==> config.mk <==
export PLATFORM = sky130hd
export DESIGN_NAME = emu_ctrl_top
export DESIGN_NICKNAME = d
export VERILOG_FILES = /design/src/emu_pkg.sv /design/src/csr_if.sv /design/src/emu_ctrl_top.sv /design/src/emu_ckpt_dma_ctrl.sv /design/src/emu_run_ctrl.sv /design/src/emu_csr_bus.sv
export VERILOG_INCLUDE_DIRS = /design/src
export SDC_FILE = /design/constraint.sdc
export NUM_CORES = 1
export LEC_CHECK = 0
export ABC_AREA = 1
export BUFFER_PORTS_ARGS = -buffer_cell sky130_fd_sc_hd__buf_2
export CAP_MARGIN = 20
export CORE_MARGIN = 10
export CORE_UTILIZATION = 63
export DETAILED_ROUTE_END_ITERATION = 10
export GPL_TIMING_DRIVEN = 0
export PLACE_DENSITY = 0.86
export SLEW_MARGIN = 20
export SYNTH_ARGS = -nofsm -noshare
export SYNTH_HDL_FRONTEND = slang
export SYNTH_HIERARCHICAL = 1
export SYNTH_SLANG_ARGS = --single-unit
export TNS_END_PERCENT = 50
==> constraint.sdc <==
create_clock -name clk -period 9.05 [get_ports clk]
set_input_delay 1.81 -clock clk [delete_from_list [all_inputs] [get_ports clk]]
set_output_delay 1.81 -clock clk [all_outputs]
set_load 0.01 [all_outputs]
==> src/emu_config.svh <==
`ifndef EMU_CONFIG_SVH
`define EMU_CONFIG_SVH

// Register bus widths
`define EMU_ADDR_W 12
`define EMU_DATA_W 32
`define EMU_STRB_W (`EMU_DATA_W / 8)

// Cycle counter and checkpoint address width
`define EMU_WIDE_W 64

// Descriptor and status field widths
`define EMU_DMA_LEN_W 28
`define EMU_DMA_ERR_W 4

// Scan chain sizes in 8-byte words
`define EMU_CHAIN_FF_WORDS 10
`define EMU_CHAIN_MEM_WORDS 22

// Checkpoint size in bytes, both chains together
`define EMU_CKPT_BYTES (8 * (`EMU_CHAIN_FF_WORDS + `EMU_CHAIN_MEM_WORDS))

// STAT bit positions
`define EMU_STAT_HALT_BIT 0
`define EMU_STAT_RESET_BIT 1

// DMA_CTRL and DMA_STAT bit positions
`define EMU_DMA_START_BIT 0
`define EMU_DMA_DIR_BIT 1
`define EMU_DMA_RUN_BIT 0
`define EMU_DMA_ERR_LSB 4

// The DUT comes out of reset halted and held in reset
`define EMU_RST_HALT 1'b1
`define EMU_RST_DUT_RESET 1'b1

`endif
==> src/emu_pkg.sv <==
`include "emu_config.svh"

package emu_pkg;

    // Register map, byte addresses on the AXI-Lite slave
    typedef enum logic [`EMU_ADDR_W-1:0] {
        REG_STAT        = 12'h000,
        REG_CTRL        = 12'h004,
        REG_CYCLE_LO    = 12'h008,
        REG_CYCLE_HI    = 12'h00C,
        REG_STEP        = 12'h010,
        REG_CKPT_SIZE   = 12'h014,
        REG_DMA_ADDR_LO = 12'h018,
        REG_DMA_ADDR_HI = 12'h01C,
        REG_DMA_STAT    = 12'h020,
        REG_DMA_CTRL    = 12'h024
    } emu_reg_e;

    // AXI-Lite response codes in use
    typedef enum logic [1:0] {
        RESP_OKAY   = 2'b00,
        RESP_SLVERR = 2'b10
    } axil_resp_e;

    // Checkpoint transfer direction
    // SAVE moves DUT state out to memory, LOAD brings it back in
    typedef enum logic {
        DIR_SAVE = 1'b0,
        DIR_LOAD = 1'b1
    } dma_dir_e;

endpackage

==> src/csr_if.sv <==
`timescale 1ns/100ps
`include "emu_config.svh"

interface csr_if import emu_pkg::*; ();

    // Write side, wr_en pulses once per accepted full-strobe write
    logic                   wr_en;
    emu_reg_e               wr_addr;
    logic [`EMU_DATA_W-1:0] wr_data;

    // Read side, rd_data and rd_hit follow rd_addr combinationally
    emu_reg_e               rd_addr;
    logic [`EMU_DATA_W-1:0] rd_data;
    logic                   rd_hit;

    modport host (
        output wr_en,
        output wr_addr,
        output wr_data,
        output rd_addr,
        input  rd_data,
        input  rd_hit
    );

    modport target (
        input  wr_en,
        input  wr_addr,
        input  wr_data,
        input  rd_addr,
        output rd_data,
        output rd_hit
    );

endinterface

==> src/emu_ctrl_top.sv <==
`timescale 1ns/100ps
`include "emu_config.svh"

module emu_ctrl_top (
    input  logic                      clk,
    input  logic                      rst,

    input  logic                      s_awvalid,
    output logic                      s_awready,
    input  logic [`EMU_ADDR_W-1:0]    s_awaddr,
    input  logic                      s_wvalid,
    output logic                      s_wready,
    input  logic [`EMU_DATA_W-1:0]    s_wdata,
    input  logic [`EMU_STRB_W-1:0]    s_wstrb,
    output logic                      s_bvalid,
    input  logic                      s_bready,
    output logic [1:0]                s_bresp,
    input  logic                      s_arvalid,
    output logic                      s_arready,
    input  logic [`EMU_ADDR_W-1:0]    s_araddr,
    output logic                      s_rvalid,
    input  logic                      s_rready,
    output logic [`EMU_DATA_W-1:0]    s_rdata,
    output logic [1:0]                s_rresp,

    output logic                      dut_halt,
    output logic                      dut_reset,
    input  logic                      dut_trig,

    output logic                      desc_valid,
    output logic [`EMU_WIDE_W-1:0]    desc_addr,
    output logic [`EMU_DMA_LEN_W-1:0] desc_len,
    output logic                      desc_dir,
    input  logic                      desc_ready,
    input  logic                      status_valid,
    input  logic [`EMU_DMA_ERR_W-1:0] status_error
);

    // One register port per target block
    csr_if run_bus ();
    csr_if dma_bus ();

    emu_csr_bus i_csr_bus (
        .clk       (clk),
        .rst       (rst),
        .s_awvalid (s_awvalid),
        .s_awready (s_awready),
        .s_awaddr  (s_awaddr),
        .s_wvalid  (s_wvalid),
        .s_wready  (s_wready),
        .s_wdata   (s_wdata),
        .s_wstrb   (s_wstrb),
        .s_bvalid  (s_bvalid),
        .s_bready  (s_bready),
        .s_bresp   (s_bresp),
        .s_arvalid (s_arvalid),
        .s_arready (s_arready),
        .s_araddr  (s_araddr),
        .s_rvalid  (s_rvalid),
        .s_rready  (s_rready),
        .s_rdata   (s_rdata),
        .s_rresp   (s_rresp),
        .run_bus   (run_bus),
        .dma_bus   (dma_bus)
    );

    emu_run_ctrl i_run_ctrl (
        .clk       (clk),
        .rst       (rst),
        .bus       (run_bus),
        .dut_trig  (dut_trig),
        .dut_halt  (dut_halt),
        .dut_reset (dut_reset)
    );

    emu_ckpt_dma_ctrl i_ckpt_dma_ctrl (
        .clk          (clk),
        .rst          (rst),
        .bus          (dma_bus),
        .desc_valid   (desc_valid),
        .desc_addr    (desc_addr),
        .desc_len     (desc_len),
        .desc_dir     (desc_dir),
        .desc_ready   (desc_ready),
        .status_valid (status_valid),
        .status_error (status_error)
    );

endmodule

==> src/emu_ckpt_dma_ctrl.sv <==
`timescale 1ns/100ps
`include "emu_config.svh"

module emu_ckpt_dma_ctrl import emu_pkg::*; (
    input  logic                      clk,
    input  logic                      rst,
    csr_if.target                     bus,
    output logic                      desc_valid,
    output logic [`EMU_WIDE_W-1:0]    desc_addr,
    output logic [`EMU_DMA_LEN_W-1:0] desc_len,
    output logic                      desc_dir,
    input  logic                      desc_ready,
    input  logic                      status_valid,
    input  logic [`EMU_DMA_ERR_W-1:0] status_error
);

    logic [`EMU_WIDE_W-1:0]    addr_q;
    logic                      start_q;
    logic                      running_q;
    dma_dir_e                  dir_q;
    logic [`EMU_DMA_ERR_W-1:0] err_q;
    logic                      wr_addr_lo;
    logic                      wr_addr_hi;
    logic                      wr_ctrl;
    logic [`EMU_DATA_W-1:0]    stat_word;
    logic [`EMU_DATA_W-1:0]    ctrl_word;

    assign wr_addr_lo = bus.wr_en && (bus.wr_addr == REG_DMA_ADDR_LO);
    assign wr_addr_hi = bus.wr_en && (bus.wr_addr == REG_DMA_ADDR_HI);

    // A new request is refused while a transfer is still outstanding
    assign wr_ctrl = bus.wr_en && (bus.wr_addr == REG_DMA_CTRL) && !running_q;

    always_ff @(posedge clk) begin
        if (wr_addr_lo) begin
            addr_q[`EMU_DATA_W-1:0] <= bus.wr_data;
        end
        if (wr_addr_hi) begin
            addr_q[`EMU_WIDE_W-1:`EMU_DATA_W] <= bus.wr_data;
        end
    end

    always_ff @(posedge clk) begin
        if (rst) begin
            start_q   <= 1'b0;
            running_q <= 1'b0;
            dir_q     <= DIR_SAVE;
            err_q     <= '0;
        end else begin
            if (desc_valid && desc_ready) begin
                start_q <= 1'b0;
            end
            // Engine reports completion, error code stays until the next one
            if (status_valid) begin
                running_q <= 1'b0;
                err_q     <= status_error;
            end
            if (wr_ctrl) begin
                start_q   <= bus.wr_data[`EMU_DMA_START_BIT];
                running_q <= bus.wr_data[`EMU_DMA_START_BIT];
                dir_q     <= dma_dir_e'(bus.wr_data[`EMU_DMA_DIR_BIT]);
            end
        end
    end

    always_comb begin
        stat_word                                         = '0;
        stat_word[`EMU_DMA_RUN_BIT]                       = running_q;
        stat_word[`EMU_DMA_ERR_LSB +: `EMU_DMA_ERR_W]     = err_q;
        ctrl_word                                         = '0;
        ctrl_word[`EMU_DMA_START_BIT]                     = start_q;
        ctrl_word[`EMU_DMA_DIR_BIT]                       = dir_q;
    end

    always_comb begin
        bus.rd_hit = 1'b1;
        case (bus.rd_addr)
            REG_DMA_ADDR_LO: bus.rd_data = addr_q[`EMU_DATA_W-1:0];
            REG_DMA_ADDR_HI: bus.rd_data = addr_q[`EMU_WIDE_W-1:`EMU_DATA_W];
            REG_DMA_STAT:    bus.rd_data = stat_word;
            REG_DMA_CTRL:    bus.rd_data = ctrl_word;
            default: begin
                bus.rd_hit  = 1'b0;
                bus.rd_data = '0;
            end
        endcase
    end

    // Descriptor always covers the full checkpoint image
    assign desc_valid = start_q;
    assign desc_addr  = addr_q;
    assign desc_len   = `EMU_DMA_LEN_W'(`EMU_CKPT_BYTES);
    assign desc_dir   = dir_q;

endmodule

==> src/emu_run_ctrl.sv <==
`timescale 1ns/100ps
`include "emu_config.svh"

module emu_run_ctrl import emu_pkg::*; (
    input  logic  clk,
    input  logic  rst,
    csr_if.target bus,
    input  logic  dut_trig,
    output logic  dut_halt,
    output logic  dut_reset
);

    logic                   halt_q;
    logic                   dut_reset_q;
    logic [`EMU_WIDE_W-1:0] cycle_q;
    logic [`EMU_DATA_W-1:0] step_q;
    logic [`EMU_DATA_W-1:0] step_next;
    logic                   step_done;
    logic                   trigger;
    logic                   wr_stat;
    logic                   wr_cycle_lo;
    logic                   wr_cycle_hi;
    logic                   wr_step;
    logic [`EMU_DATA_W-1:0] stat_word;

    assign wr_stat     = bus.wr_en && (bus.wr_addr == REG_STAT);
    assign wr_cycle_lo = bus.wr_en && (bus.wr_addr == REG_CYCLE_LO);
    assign wr_cycle_hi = bus.wr_en && (bus.wr_addr == REG_CYCLE_HI);
    assign wr_step     = bus.wr_en && (bus.wr_addr == REG_STEP);

    // Step budget runs down only while the DUT is running
    always_comb begin
        step_next = step_q;
        if (!halt_q && (step_q != '0)) begin
            step_next = step_q - 1'b1;
        end
    end

    assign step_done = (step_q != '0) && (step_next == '0);
    assign trigger   = step_done || dut_trig;

    always_ff @(posedge clk) begin
        if (rst) begin
            halt_q      <= `EMU_RST_HALT;
            dut_reset_q <= `EMU_RST_DUT_RESET;
        end else begin
            if (wr_stat) begin
                halt_q      <= bus.wr_data[`EMU_STAT_HALT_BIT];
                dut_reset_q <= bus.wr_data[`EMU_STAT_RESET_BIT];
            end
            // Trigger wins over the host clearing halt
            if (trigger) begin
                halt_q <= 1'b1;
            end
        end
    end

    // Cycle count is only writable once the DUT is stopped
    always_ff @(posedge clk) begin
        if (rst) begin
            cycle_q <= '0;
        end else if (!halt_q) begin
            cycle_q <= cycle_q + 1'b1;
        end else begin
            if (wr_cycle_lo) begin
                cycle_q[`EMU_DATA_W-1:0] <= bus.wr_data;
            end
            if (wr_cycle_hi) begin
                cycle_q[`EMU_WIDE_W-1:`EMU_DATA_W] <= bus.wr_data;
            end
        end
    end

    always_ff @(posedge clk) begin
        if (rst) begin
            step_q <= '0;
        end else if (wr_step) begin
            step_q <= bus.wr_data;
        end else begin
            step_q <= step_next;
        end
    end

    always_comb begin
        stat_word                      = '0;
        stat_word[`EMU_STAT_HALT_BIT]  = halt_q;
        stat_word[`EMU_STAT_RESET_BIT] = dut_reset_q;
    end

    always_comb begin
        bus.rd_hit = 1'b1;
        case (bus.rd_addr)
            REG_STAT:      bus.rd_data = stat_word;
            REG_CTRL:      bus.rd_data = '0;
            REG_CYCLE_LO:  bus.rd_data = cycle_q[`EMU_DATA_W-1:0];
            REG_CYCLE_HI:  bus.rd_data = cycle_q[`EMU_WIDE_W-1:`EMU_DATA_W];
            REG_STEP:      bus.rd_data = step_q;
            REG_CKPT_SIZE: bus.rd_data = `EMU_DATA_W'(`EMU_CKPT_BYTES);
            default: begin
                bus.rd_hit  = 1'b0;
                bus.rd_data = '0;
            end
        endcase
    end

    assign dut_halt  = halt_q;
    assign dut_reset = dut_reset_q;

endmodule

==> src/emu_csr_bus.sv <==
`timescale 1ns/100ps
`include "emu_config.svh"

module emu_csr_bus import emu_pkg::*; (
    input  logic                   clk,
    input  logic                   rst,

    input  logic                   s_awvalid,
    output logic                   s_awready,
    input  logic [`EMU_ADDR_W-1:0] s_awaddr,
    input  logic                   s_wvalid,
    output logic                   s_wready,
    input  logic [`EMU_DATA_W-1:0] s_wdata,
    input  logic [`EMU_STRB_W-1:0] s_wstrb,
    output logic                   s_bvalid,
    input  logic                   s_bready,
    output axil_resp_e             s_bresp,

    input  logic                   s_arvalid,
    output logic                   s_arready,
    input  logic [`EMU_ADDR_W-1:0] s_araddr,
    output logic                   s_rvalid,
    input  logic                   s_rready,
    output logic [`EMU_DATA_W-1:0] s_rdata,
    output axil_resp_e             s_rresp,

    csr_if.host                    run_bus,
    csr_if.host                    dma_bus
);

    emu_reg_e               aw_addr_q;
    logic                   aw_held;
    logic [`EMU_DATA_W-1:0] w_data_q;
    logic                   w_err_q;
    logic                   w_held;
    logic                   b_pend;
    axil_resp_e             b_resp_q;
    logic                   wr_fire;

    emu_reg_e               ar_addr_q;
    logic                   ar_held;
    logic                   r_pend;
    logic [`EMU_DATA_W-1:0] r_data_q;
    logic [`EMU_DATA_W-1:0] rd_mux;
    logic                   rd_sample;

    // A pending response holds off new addresses on its own channel
    assign s_awready = !aw_held && !b_pend;
    assign s_wready  = !w_held && !b_pend;
    assign s_arready = !ar_held;

    assign wr_fire   = aw_held && w_held;
    assign rd_sample = ar_held && !r_pend;

    // Holding registers and sampled read data
    always_ff @(posedge clk) begin
        if (s_awvalid && s_awready) begin
            aw_addr_q <= emu_reg_e'(s_awaddr);
        end
        if (s_wvalid && s_wready) begin
            w_data_q <= s_wdata;
            w_err_q  <= (s_wstrb != '1);
        end
        if (wr_fire) begin
            b_resp_q <= w_err_q ? RESP_SLVERR : RESP_OKAY;
        end
        if (s_arvalid && s_arready) begin
            ar_addr_q <= emu_reg_e'(s_araddr);
        end
        if (rd_sample) begin
            r_data_q <= rd_mux;
        end
    end

    // Write channel handshake state
    always_ff @(posedge clk) begin
        if (rst) begin
            aw_held <= 1'b0;
            w_held  <= 1'b0;
            b_pend  <= 1'b0;
        end else begin
            if (s_awvalid && s_awready) begin
                aw_held <= 1'b1;
            end
            if (s_wvalid && s_wready) begin
                w_held <= 1'b1;
            end
            if (wr_fire) begin
                aw_held <= 1'b0;
                w_held  <= 1'b0;
                b_pend  <= 1'b1;
            end
            if (s_bvalid && s_bready) begin
                b_pend <= 1'b0;
            end
        end
    end

    // Read channel, data is taken one cycle after the address lands
    always_ff @(posedge clk) begin
        if (rst) begin
            ar_held <= 1'b0;
            r_pend  <= 1'b0;
        end else begin
            if (s_arvalid && s_arready) begin
                ar_held <= 1'b1;
            end
            if (rd_sample) begin
                r_pend <= 1'b1;
            end
            if (s_rvalid && s_rready) begin
                ar_held <= 1'b0;
                r_pend  <= 1'b0;
            end
        end
    end

    assign s_bvalid = b_pend;
    assign s_bresp  = b_resp_q;
    assign s_rvalid = r_pend;
    assign s_rdata  = r_data_q;
    assign s_rresp  = RESP_OKAY;

    // Both targets see the same access, a partial strobe never reaches them
    assign run_bus.wr_en   = wr_fire && !w_err_q;
    assign run_bus.wr_addr = aw_addr_q;
    assign run_bus.wr_data = w_data_q;
    assign run_bus.rd_addr = ar_addr_q;

    assign dma_bus.wr_en   = wr_fire && !w_err_q;
    assign dma_bus.wr_addr = aw_addr_q;
    assign dma_bus.wr_data = w_data_q;
    assign dma_bus.rd_addr = ar_addr_q;

    // Targets decode their own addresses, unmapped reads return zero
    always_comb begin
        if (run_bus.rd_hit) begin
            rd_mux = run_bus.rd_data;
        end else if (dma_bus.rd_hit) begin
            rd_mux = dma_bus.rd_data;
        end else begin
            rd_mux = '0;
        end
    end

endmodule

After elaboration in Yosys (flattened, before gate mapping)

Cells that the tools add are included.

Register bits: 265
Bits in latches: 0
Bits in writable memories: 0
ROM bits: 0
Output and inout port bits: 137
Memories kept: 0

$add $sub $neg: 2
Multipliers: 0
Divide/modulo/power cells: 0
Magnitude comparators: 0
Equal/unequal tests: 18
Shift operators: 0
Mux-type cells: 16
Bitwise gates (word level): 0
Reductions and logical operators: 42

Operators with widths:

| kind                                               | number |
|---|---|
| two-way mux 32 bit                                 | 6 |
| case mux 32 bit (5 select lines)                   | 1 |
| case mux 32 bit (4 select lines)                   | 1 |
| == test 12 x 5 -> 1 bit, second input constant     | 7 |
| adder 64 x 1 -> 64 bit, second input constant      | 1 |
| two-way mux 64 bit                                 | 1 |
| == test 12 x 4 -> 1 bit, second input constant     | 4 |
| == test 12 x 6 -> 1 bit, second input constant     | 3 |
| zero test 32 bit                                   | 1 |
| nonzero test 32 bit                                | 1 |
| subtractor 32 x 1 -> 32 bit, second input constant | 1 |
| zero test 12 bit                                   | 2 |
| logical AND 1 bit                                  | 21 |
| == test 12 x 3 -> 1 bit, second input constant     | 1 |
| zero test 1 bit                                    | 8 |
| OR reduction 2 bit                                 | 4 |
| two-way mux 1 bit                                  | 6 |
| OR reduction 6 bit                                 | 1 |
| inequality test 2 bit, second input constant       | 2 |
| inequality test 4 bit, second input constant       | 1 |
| nonzero test 2 bit                                 | 2 |
| OR reduction 4 bit                                 | 1 |
| two-way mux 2 bit                                  | 1 |
| logical OR 1 bit                                   | 1 |

Depth between registers and ports, before layout

Gate-level depths: netlist of run 1.

Word-level depth: 7
Depth in mapped cells: 18
Depth with buffers taken out: 17

Cells and area by module

The synthesis of run 1 kept the hierarchy.

By module, submodules not included:

| module            | instances | cells an instance | area an instance (µm²) | seq. area each (µm²) |
|---|---|---|---|---|
| emu_run_ctrl      | 1         | 1,397             | 8,225.4                | 1,961.9 |
| emu_csr_bus       | 1         | 290               | 3,876.2                | 2,802.7 |
| emu_ckpt_dma_ctrl | 1         | 294               | 3,168.0                | 2,062.0 |

Worst setup path before layout of run 1

OpenSTA, ideal clock, no wires.

Kind: in2reg
Start point: in s_wvalid
End point: reg i_csr_bus.w_data_q[0], in the netlist i_csr_bus/dma_bus.wr_data[0], enable pin
Library setup time: 0.471 ns
Arrival: 4.251 ns
Slack: 4.328 ns
Cell stages on the path: 1
Path buffers: 0
Path through: nor3b_1

Longest elaborated chain between the ends: 1

Ends and longest elaborated chain:

| item                 | RTL line           | text |
|---|---|---|
| start, declared      | emu_ctrl_top.sv:11 | `input logic s_wvalid,` |
| logical AND 1 bit    | emu_csr_bus.sv:60  | `if (s_wvalid && s_wready) begin` |
| end signal, assigned | emu_csr_bus.sv:61  | `w_data_q <= s_wdata;` |
| end, declared        | emu_csr_bus.sv:33  | `` logic [`EMU_DATA_W-1:0] w_data_q; `` |

No other way between the ends.
A chain may end at the register's enable or synchronous reset.

Worst setup path after layout of run 1

Start point: in rst
End point: reg i_run_ctrl.step_q[24]

RTL lines:

| item                 | RTL line           | text |
|---|---|---|
| start, declared      | emu_ctrl_top.sv:6  | `input logic rst,` |
| end signal, assigned | emu_run_ctrl.sv:78 | `step_q <= bus.wr_data;` |
| end signal, assigned | emu_run_ctrl.sv:80 | `step_q <= step_next;` |
| end, declared        | emu_run_ctrl.sv:16 | `` logic [`EMU_DATA_W-1:0] step_q; `` |

No word-level cell between the ends.

==> metrics.yaml, run 1 <==
clocking:
  ctsHoldBuffers: 0
  clock_path_buffers: 3
  clock-sinks: 264
  postCtsResizedCells: 0
  htreeDepth: 1
  clock_latency_ns: 0.57
  cts_buffers: 27
  clkTransAtPathRegs_ns: 0.07
  post-cts-setup-buffers: 0
  cts_tree: "done"
  cts_root_buffer: "clkbuf_16"
synthesis:
  synthesis.area_um2: 15300
  yosysSeqAreaShare: 0.447
  synthArstFlopShare: 0
  synth_seq_cells: 264
  synth_fa_ha_area_frac: 0.00246
  synth_ff_type: "edfxtp_1"
  synth_compound_area_frac: 0.0874
  synth_edf_count: 154
  avgSynthCellArea_um2: 7.71
  ys_types: 48
  synth_top_family_by_area: "simple AND/OR/NAND/NOR gates"
  synth.area.mux_share: 0
  synth_xor_area_frac: 0.0304
  synth-simple-area-share: 0.305
  yosysWarnings: 6
  synth_cells: 1981
final_layout:
  final_nets: 2305
  area_growth_pct: 16.3
  final_util: 0.750
  fill_cells: 1748
  insertedDiodeCount: 0
  drive_above_1_share: 0.201
sta:
  slew_headroom: 0.232
  fin_crit_sh: 0.370
  tns_ns: 0
  fin_skew_ns: 0.0154
  setup_viol: 0
  min_period_ns: 3.35
  worstMarginPinSlew_ns: 1.15
  final_hold_viol_count: 0
  drv_slew: 0
  rsz0062_at_grt: "no"
  max_freq_mhz: 298
pwr:
  p_sw_frac: 0.237
  p_leak_nw: 8.12
  p_comb_frac: 0.057
  seqPwrFrac: 0.491
  p_per_area_nw_per_um2: 152
  power.switching_w: 0.000639
  p_int_w: 0.00206
  ir_worst_vdd_uv: 153
  clockPowerShare: 0.453
global_route:
  antenna_found_initial: 3
  grt_pass1_vias: 15400
  grt_max_degree: 27
  busiest_layer: "met2"
  grt_pass1_wl_um: 91800
  grt_util_met1: 0.453
  grt_overflow: 0
  grt.met2_usage: 0.621
  grt.total_usage: 0.386
  globalRouteMet3Util: 0.120
flow_run:
  maxCapViolations: 0
die:
  die_w_um: 176
  die_y_um: 176
  dieArea_um2: 30900
  start_util: 0.645
  io_pins: 211
  core_area_um2: 23700
  fp-row-count: 56
setup_path:
  arrival_ns: 3.81
  end_kind: "flip-flop"
  crit_fanout: 10
  criticalPathCategory: "in2reg"
  cp-start-kind: "primary input"
  crit_required_ns: 9.51
detailed_routing:
  firstDrtPassIters: 7
  num_vias: 16100
  first_iter_violations: 2714
  vias_per_cell: 6.26
  routed_wl_um: 62000
  antenna_left: 0
  post-route-drc-count: 0
  wl_per_cell_um: 24.1
place:
  gp_congestion: 1.09
  dp_hpwl_um: 46800
  port-buffer-count: 179
hold_path:
  hold_class: "reg2reg"
outcome:
  status: "complete, no violations"
[worst paths after layout]
path / start / end / slack [ns] / cells past startpoint
worst max-delay path: rst / i_run_ctrl/step_q[24] / 5.70 / 6
worst min-delay path: i_csr_bus/w_err_q / i_csr_bus/s_bresp[1] / 0.48 / 0
worst max register to register: i_csr_bus/dma_bus.rd_addr[5] / i_csr_bus/s_rdata[13] / 5.89 / 9
worst min register to register: i_csr_bus/w_err_q / i_csr_bus/s_bresp[1] / 0.48 / 0
[metal layers]
metal / vias to the layer above / wire length [µm]
li1: 6909 / -
met5: - / 0
met2: 1498 / 27700
met3: 341 / 9410
met1: 7334 / 20600
met4: 0 / 4330
[cells in the mapped netlist, types with 28 or more instances]
master / n / area (µm²)
clkbuf_1: 40 / 150
nor3_1: 33 / 165
o211ai_1: 35 / 263
nand2_1: 562 / 2110
o22ai_1: 30 / 188
xor2_1: 47 / 412
inv_1: 192 / 721
buf_4: 88 / 661
nor2_1: 199 / 747
nand3_1: 163 / 816
dfxtp_1: 110 / 2200
edfxtp_1: 154 / 4620
a21oi_1: 51 / 255
o21ai_0: 32 / 160
o221ai_1: 28 / 245
[sequential cells by signal (all words and copies together) (netlist names), 4 cells and up]
register and cells:
i_ckpt_dma_ctrl/desc_addr 64, i_ckpt_dma_ctrl/err_q 4, i_csr_bus/dma_bus.rd_addr 12, i_csr_bus/dma_bus.wr_addr 12, i_csr_bus/dma_bus.wr_data 32, i_csr_bus/s_rdata 32
i_run_ctrl/cycle_q 64, i_run_ctrl/step_q 32
[final cells by class]
cell class | instances | area [µm²] | area share
flip-flops and latches | 264 | 6830 | 0.385
multi-input cells | 1362 | 6640 | 0.374
plain buffers | 163 | 1110 | 0.0624
repair buffers | 190 | 998 | 0.0562
inverters | 220 | 826 | 0.0465
clock buffers | 34 | 742 | 0.0418
well taps | 319 | 399 | 0.0225
clock inverters | 16 | 209 | 0.0118
[placed cells by master, fill, tap and decap left out, drive strengths merged, types with 34 or more instances in the layout]
cell,n
nor3,41
buf,313
nand2,583
clkbuf,74
o211ai,35
edfxtp,154
o21ai,34
dfxtp,110
xor2,47
a21oi,53
nor2,226
inv,219
nand3,166
[cells by family after synthesis]
family,count (synthesis)
and+or+nand+nor,1065
buffers and inverters,383
DFF,264
AOI/OAI and AO/OA,210
xor gates and xnor gates,53
adders and majority gates,3
other,3
[power groups by stage]
stage | Sequential, W | Clock [W] | Combinational (W)
4_1_cts | 0.00132 | 0.00121 | 0.000145
6_report | 0.00133 | 0.00122 | 0.000153
3_3_place_gp | 0.00135 | 0 | 0.000132
3_5_place_dp | 0.00135 | 0 | 0.000142
2_1_floorplan | 0.00135 | 0 | 0.0000758
5_1_grt | 0.00133 | 0.00125 | 0.000158
[worst max-delay path, cell delays in order]
cell	delay (ns)
buf_2	0.13
clkbuf_1	0.55
clkinv_1	0.49
clkbuf_1	0.49
o211ai_1	0.27
inv_1	0.06
[per-stage QoR]
| stage | area [µm²] | std cells | power (W) | hold slack [ns] | setup slack, ns |
|---|---|---|---|---|---|
| floorplan | 15400 | 2009 | 0.00142 | 0.427 | 4.33 |
| global placement | 16700 | 2507 | 0.00148 | 0.446 | 3.04 |
| detailed placement | 16800 | 2518 | 0.00149 | 0.465 | 5.34 |
| CTS | 17800 | 2568 | 0.00268 | 0.483 | 5.90 |
| global route | 17800 | 2568 | 0.00274 | 0.500 | 5.74 |
| finish | 17800 | 2568 | 0.00270 | 0.485 | 5.70 |
Note: power is estimated with default switching activity, not from simulation.
==> run 2, diff against run 1 <==
- CORE_UTILIZATION: 63 -> 53
- PLACE_DENSITY: 0.86 -> 0.77
- clock period: 9.05 -> 3.03 ns (I/O delays scaled with it)
==> run 2 against run 1 <==
Compared with the run above:
- sequential power grew to 3.0 times the previous value
- final area grew 0.94%
- combinational power grew to 2.9 times the previous value
- register-to-register slack lost 5.7 ns
- worst setup slack lost 5.5 ns
- non-clock buffer count shrank 2
- wire length shrank 4.7%
- clock power grew to 3.1 times the previous value
- die area grew 17%
- utilization shrank 12 points
- hold slack lost 0.28 ns
- largest cell class unchanged
==> metrics.yaml, run 2 (synthesized netlist as in run 1, its figures left out) <==
hold_path:
  hold_class: "in2reg"
  holdPathStages: 1  # +1
  min_from: "s_araddr[0]"
  hold_path_end: "i_csr_bus/dma_bus.rd_addr[0]"
setup_path:
  arrival_ns: 3.31  # -0.50 ns
  ff2ff_path_depth: 11  # +2
  cp-start-kind: "flip-flop"
  crit_fanout: 10  # unchanged
  reg2reg_to: "i_run_ctrl/cycle_q[40]"
  criticalPathCategory: "reg2reg"
  timing.rr.start: "i_csr_bus/w_held"
  end_kind: "flip-flop"
  rrSetupSlack_ns: 0.17  # -5.72 ns
  crit_required_ns: 3.48  # -6.03 ns
flow_run:
  maxCapViolations: 0  # unchanged
place:
  gp_congestion: 1.04  # -4.3%
  dp_hpwl_um: 47200  # +0.96%
  placed_area_um2: 16900  # +0.56%
  dp_cells: 2581  # +2.5%
  port-buffer-count: 179  # unchanged
global_route:
  grt_pass1_vias: 14300  # -6.7%
  antenna_found_initial: 0  # -3
  grt_overflow: 0  # unchanged
  grt.total_usage: 0.320  # -0.0654
  grt_max_degree: 26  # -3.7%
  grt_pass1_wl_um: 87400  # -4.8%
sta:
  fin_crit_sh: 0.945
  final_hold_viol_count: 0  # unchanged
  max_freq_mhz: 349
  worstMarginPinSlew_ns: 1.05  # -0.102 ns
  min_period_ns: 2.86
  drv_slew: 0  # unchanged
  fin_skew_ns: 0.0229  # +0.00749 ns
  setup_viol: 0  # unchanged
  slew_headroom: 0.302  # +0.0699
detailed_routing:
  first_iter_violations: 1459  # -46%
  post-route-drc-count: 0  # unchanged
  wl_per_cell_um: 22.4  # -7.1%
  vias_per_cell: 5.61  # -10%
  antenna_left: 0  # unchanged
  firstDrtPassIters: 10  # +3
  routed_wl_um: 59100  # -4.7%
  num_vias: 14800  # -8.1%
clocking:
  cts_root_buffer: "clkbuf_16"
  clock-sinks: 264  # unchanged
  clock_path_buffers: 3  # unchanged
  clkTransAtPathRegs_ns: 0.06  # about the same
  cts_buffers: 29  # +7.4%
  clock_latency_ns: 0.58  # about the same
  post-cts-setup-buffers: 0  # unchanged
  cts_tree: "done"
  htreeDepth: 1  # unchanged
final_layout:
  final_common_cell: "nand2_1"
  finalInstanceArea_um2: 17900  # +0.94%
  most-common-layout-cells: "nand2_1, nor2_1, buf_2"
  final_nets: 2305  # unchanged
  fill_cells: 2552  # +46%
  fin_cells: 2634  # +2.6%
  area_growth_pct: 17.4
  insertedDiodeCount: 0  # unchanged
  drive_above_1_share: 0.200  # -0.000534
  final_util: 0.628  # -0.122
  multi_input_area_um2: 6660  # +0.30%
  regArea_um2: 6830  # unchanged
die:
  dieArea_um2: 36000  # +17%
  io_pins: 211  # unchanged
  die_y_um: 190  # +8.0%
  core_area_um2: 28500  # +21%
  fp-row-count: 62  # +11%
  start_util: 0.535  # -0.110
  die_w_um: 190  # +8.0%
pwr:
  p_per_area_nw_per_um2: 457  # +200%
  fin_total_pwr_w: 0.00819  # +200%
  p_leak_nw: 8.16  # +0.48%
  ir_worst_vdd_uv: 507  # +230%
outcome:
  status: "complete, no violations"
[run 2: cell types whose count changed in the layout (fill, tap and decap cells not counted), sizes merged]
cell / previous run / this run
clkbuf: 74 / 78
buf: 313 / 311
clkinv: 9 / 11
clkinvlp: 4 / 2
inv: 219 / 218
[run 2: metrics by stage]
step | TNS [ns] | worst slack [ns] | hold WS, ns
global route | -0.00142 | -0.00142 | 0.190
CTS | 0 | 0.0912 | 0.184
detailed placement | 0 | 0.109 | 0.466
global placement | -72.69 | -1.80 | 0.453
finish | 0 | 0.168 | 0.200
floorplan | -13.88 | -0.434 | 0.427
[run 2: how the worst max path moves through the flow]
stage	start	to	slack, ns	cells past startpoint
3_3_place_gp	i_csr_bus/w_held	i_ckpt_dma_ctrl/desc_addr[26]	-1.80	4
5_1_grt	i_csr_bus/w_held	i_run_ctrl/cycle_q[8]	-0.001	11
6_report	i_csr_bus/w_held	i_run_ctrl/cycle_q[40]	0.17	11
3_5_place_dp	i_csr_bus/w_held	i_run_ctrl/cycle_q[40]	0.11	11
2_1_floorplan	i_csr_bus/w_held	i_ckpt_dma_ctrl/desc_addr[0]	-0.43	4
4_1_cts	i_csr_bus/w_held	i_run_ctrl/cycle_q[40]	0.09	11
[run 2: power by group]
| group | leakage [nW] | switching [W] | internal, W | total, W |
|---|---|---|---|---|
| registers | 2.33 | 0.0000579 | 0.00390 | 0.00395 |
| logic | 5.34 | 0.000270 | 0.000176 | 0.000446 |
| clock network | 0.493 | 0.00154 | 0.00224 | 0.00379 |
[run 2: what timing repair did]
action | in CTS | in global routing
gates resized for setup | 0 | 2
hold buffers | 0 | 0
endpoints found under the setup margin | 0 | 25
[run 2: layout make-up]
| class | instances | area share |
|---|---|---|
| flip-flops and latches | 264 | 0.381 |
| multi-input cells | 1362 | 0.372 |
| plain buffers | 163 | 0.0618 |
| repair buffers | 188 | 0.0557 |
| inverters | 220 | 0.0461 |
| clock buffers | 38 | 0.0453 |
| well taps | 384 | 0.0268 |
| clock inverters | 15 | 0.0115 |
[run 2: routing by layer]
metal / share of wire / track usage / up-vias
met2: 0.46 / 0.515 / 779
met1: 0.40 / 0.420 / 6941
met5: 0 / 0 / -
met4: 0.040 / 0.128 / 0
li1: - / - / 6923
met3: 0.10 / 0.0577 / 130
[run 2: critical path, stage by stage, from the launching register on]
cell and delay (ns):
dfxtp_1 0.42, nand2_1 0.13, nor2_1 0.23, buf_4 0.16
nand2_1 0.05, nor2_1 0.20, nand4_2 0.41, nand2_2 0.42
buf_2 0.31, o22ai_1 0.11, a21oi_1 0.21, nor2_1 0.07
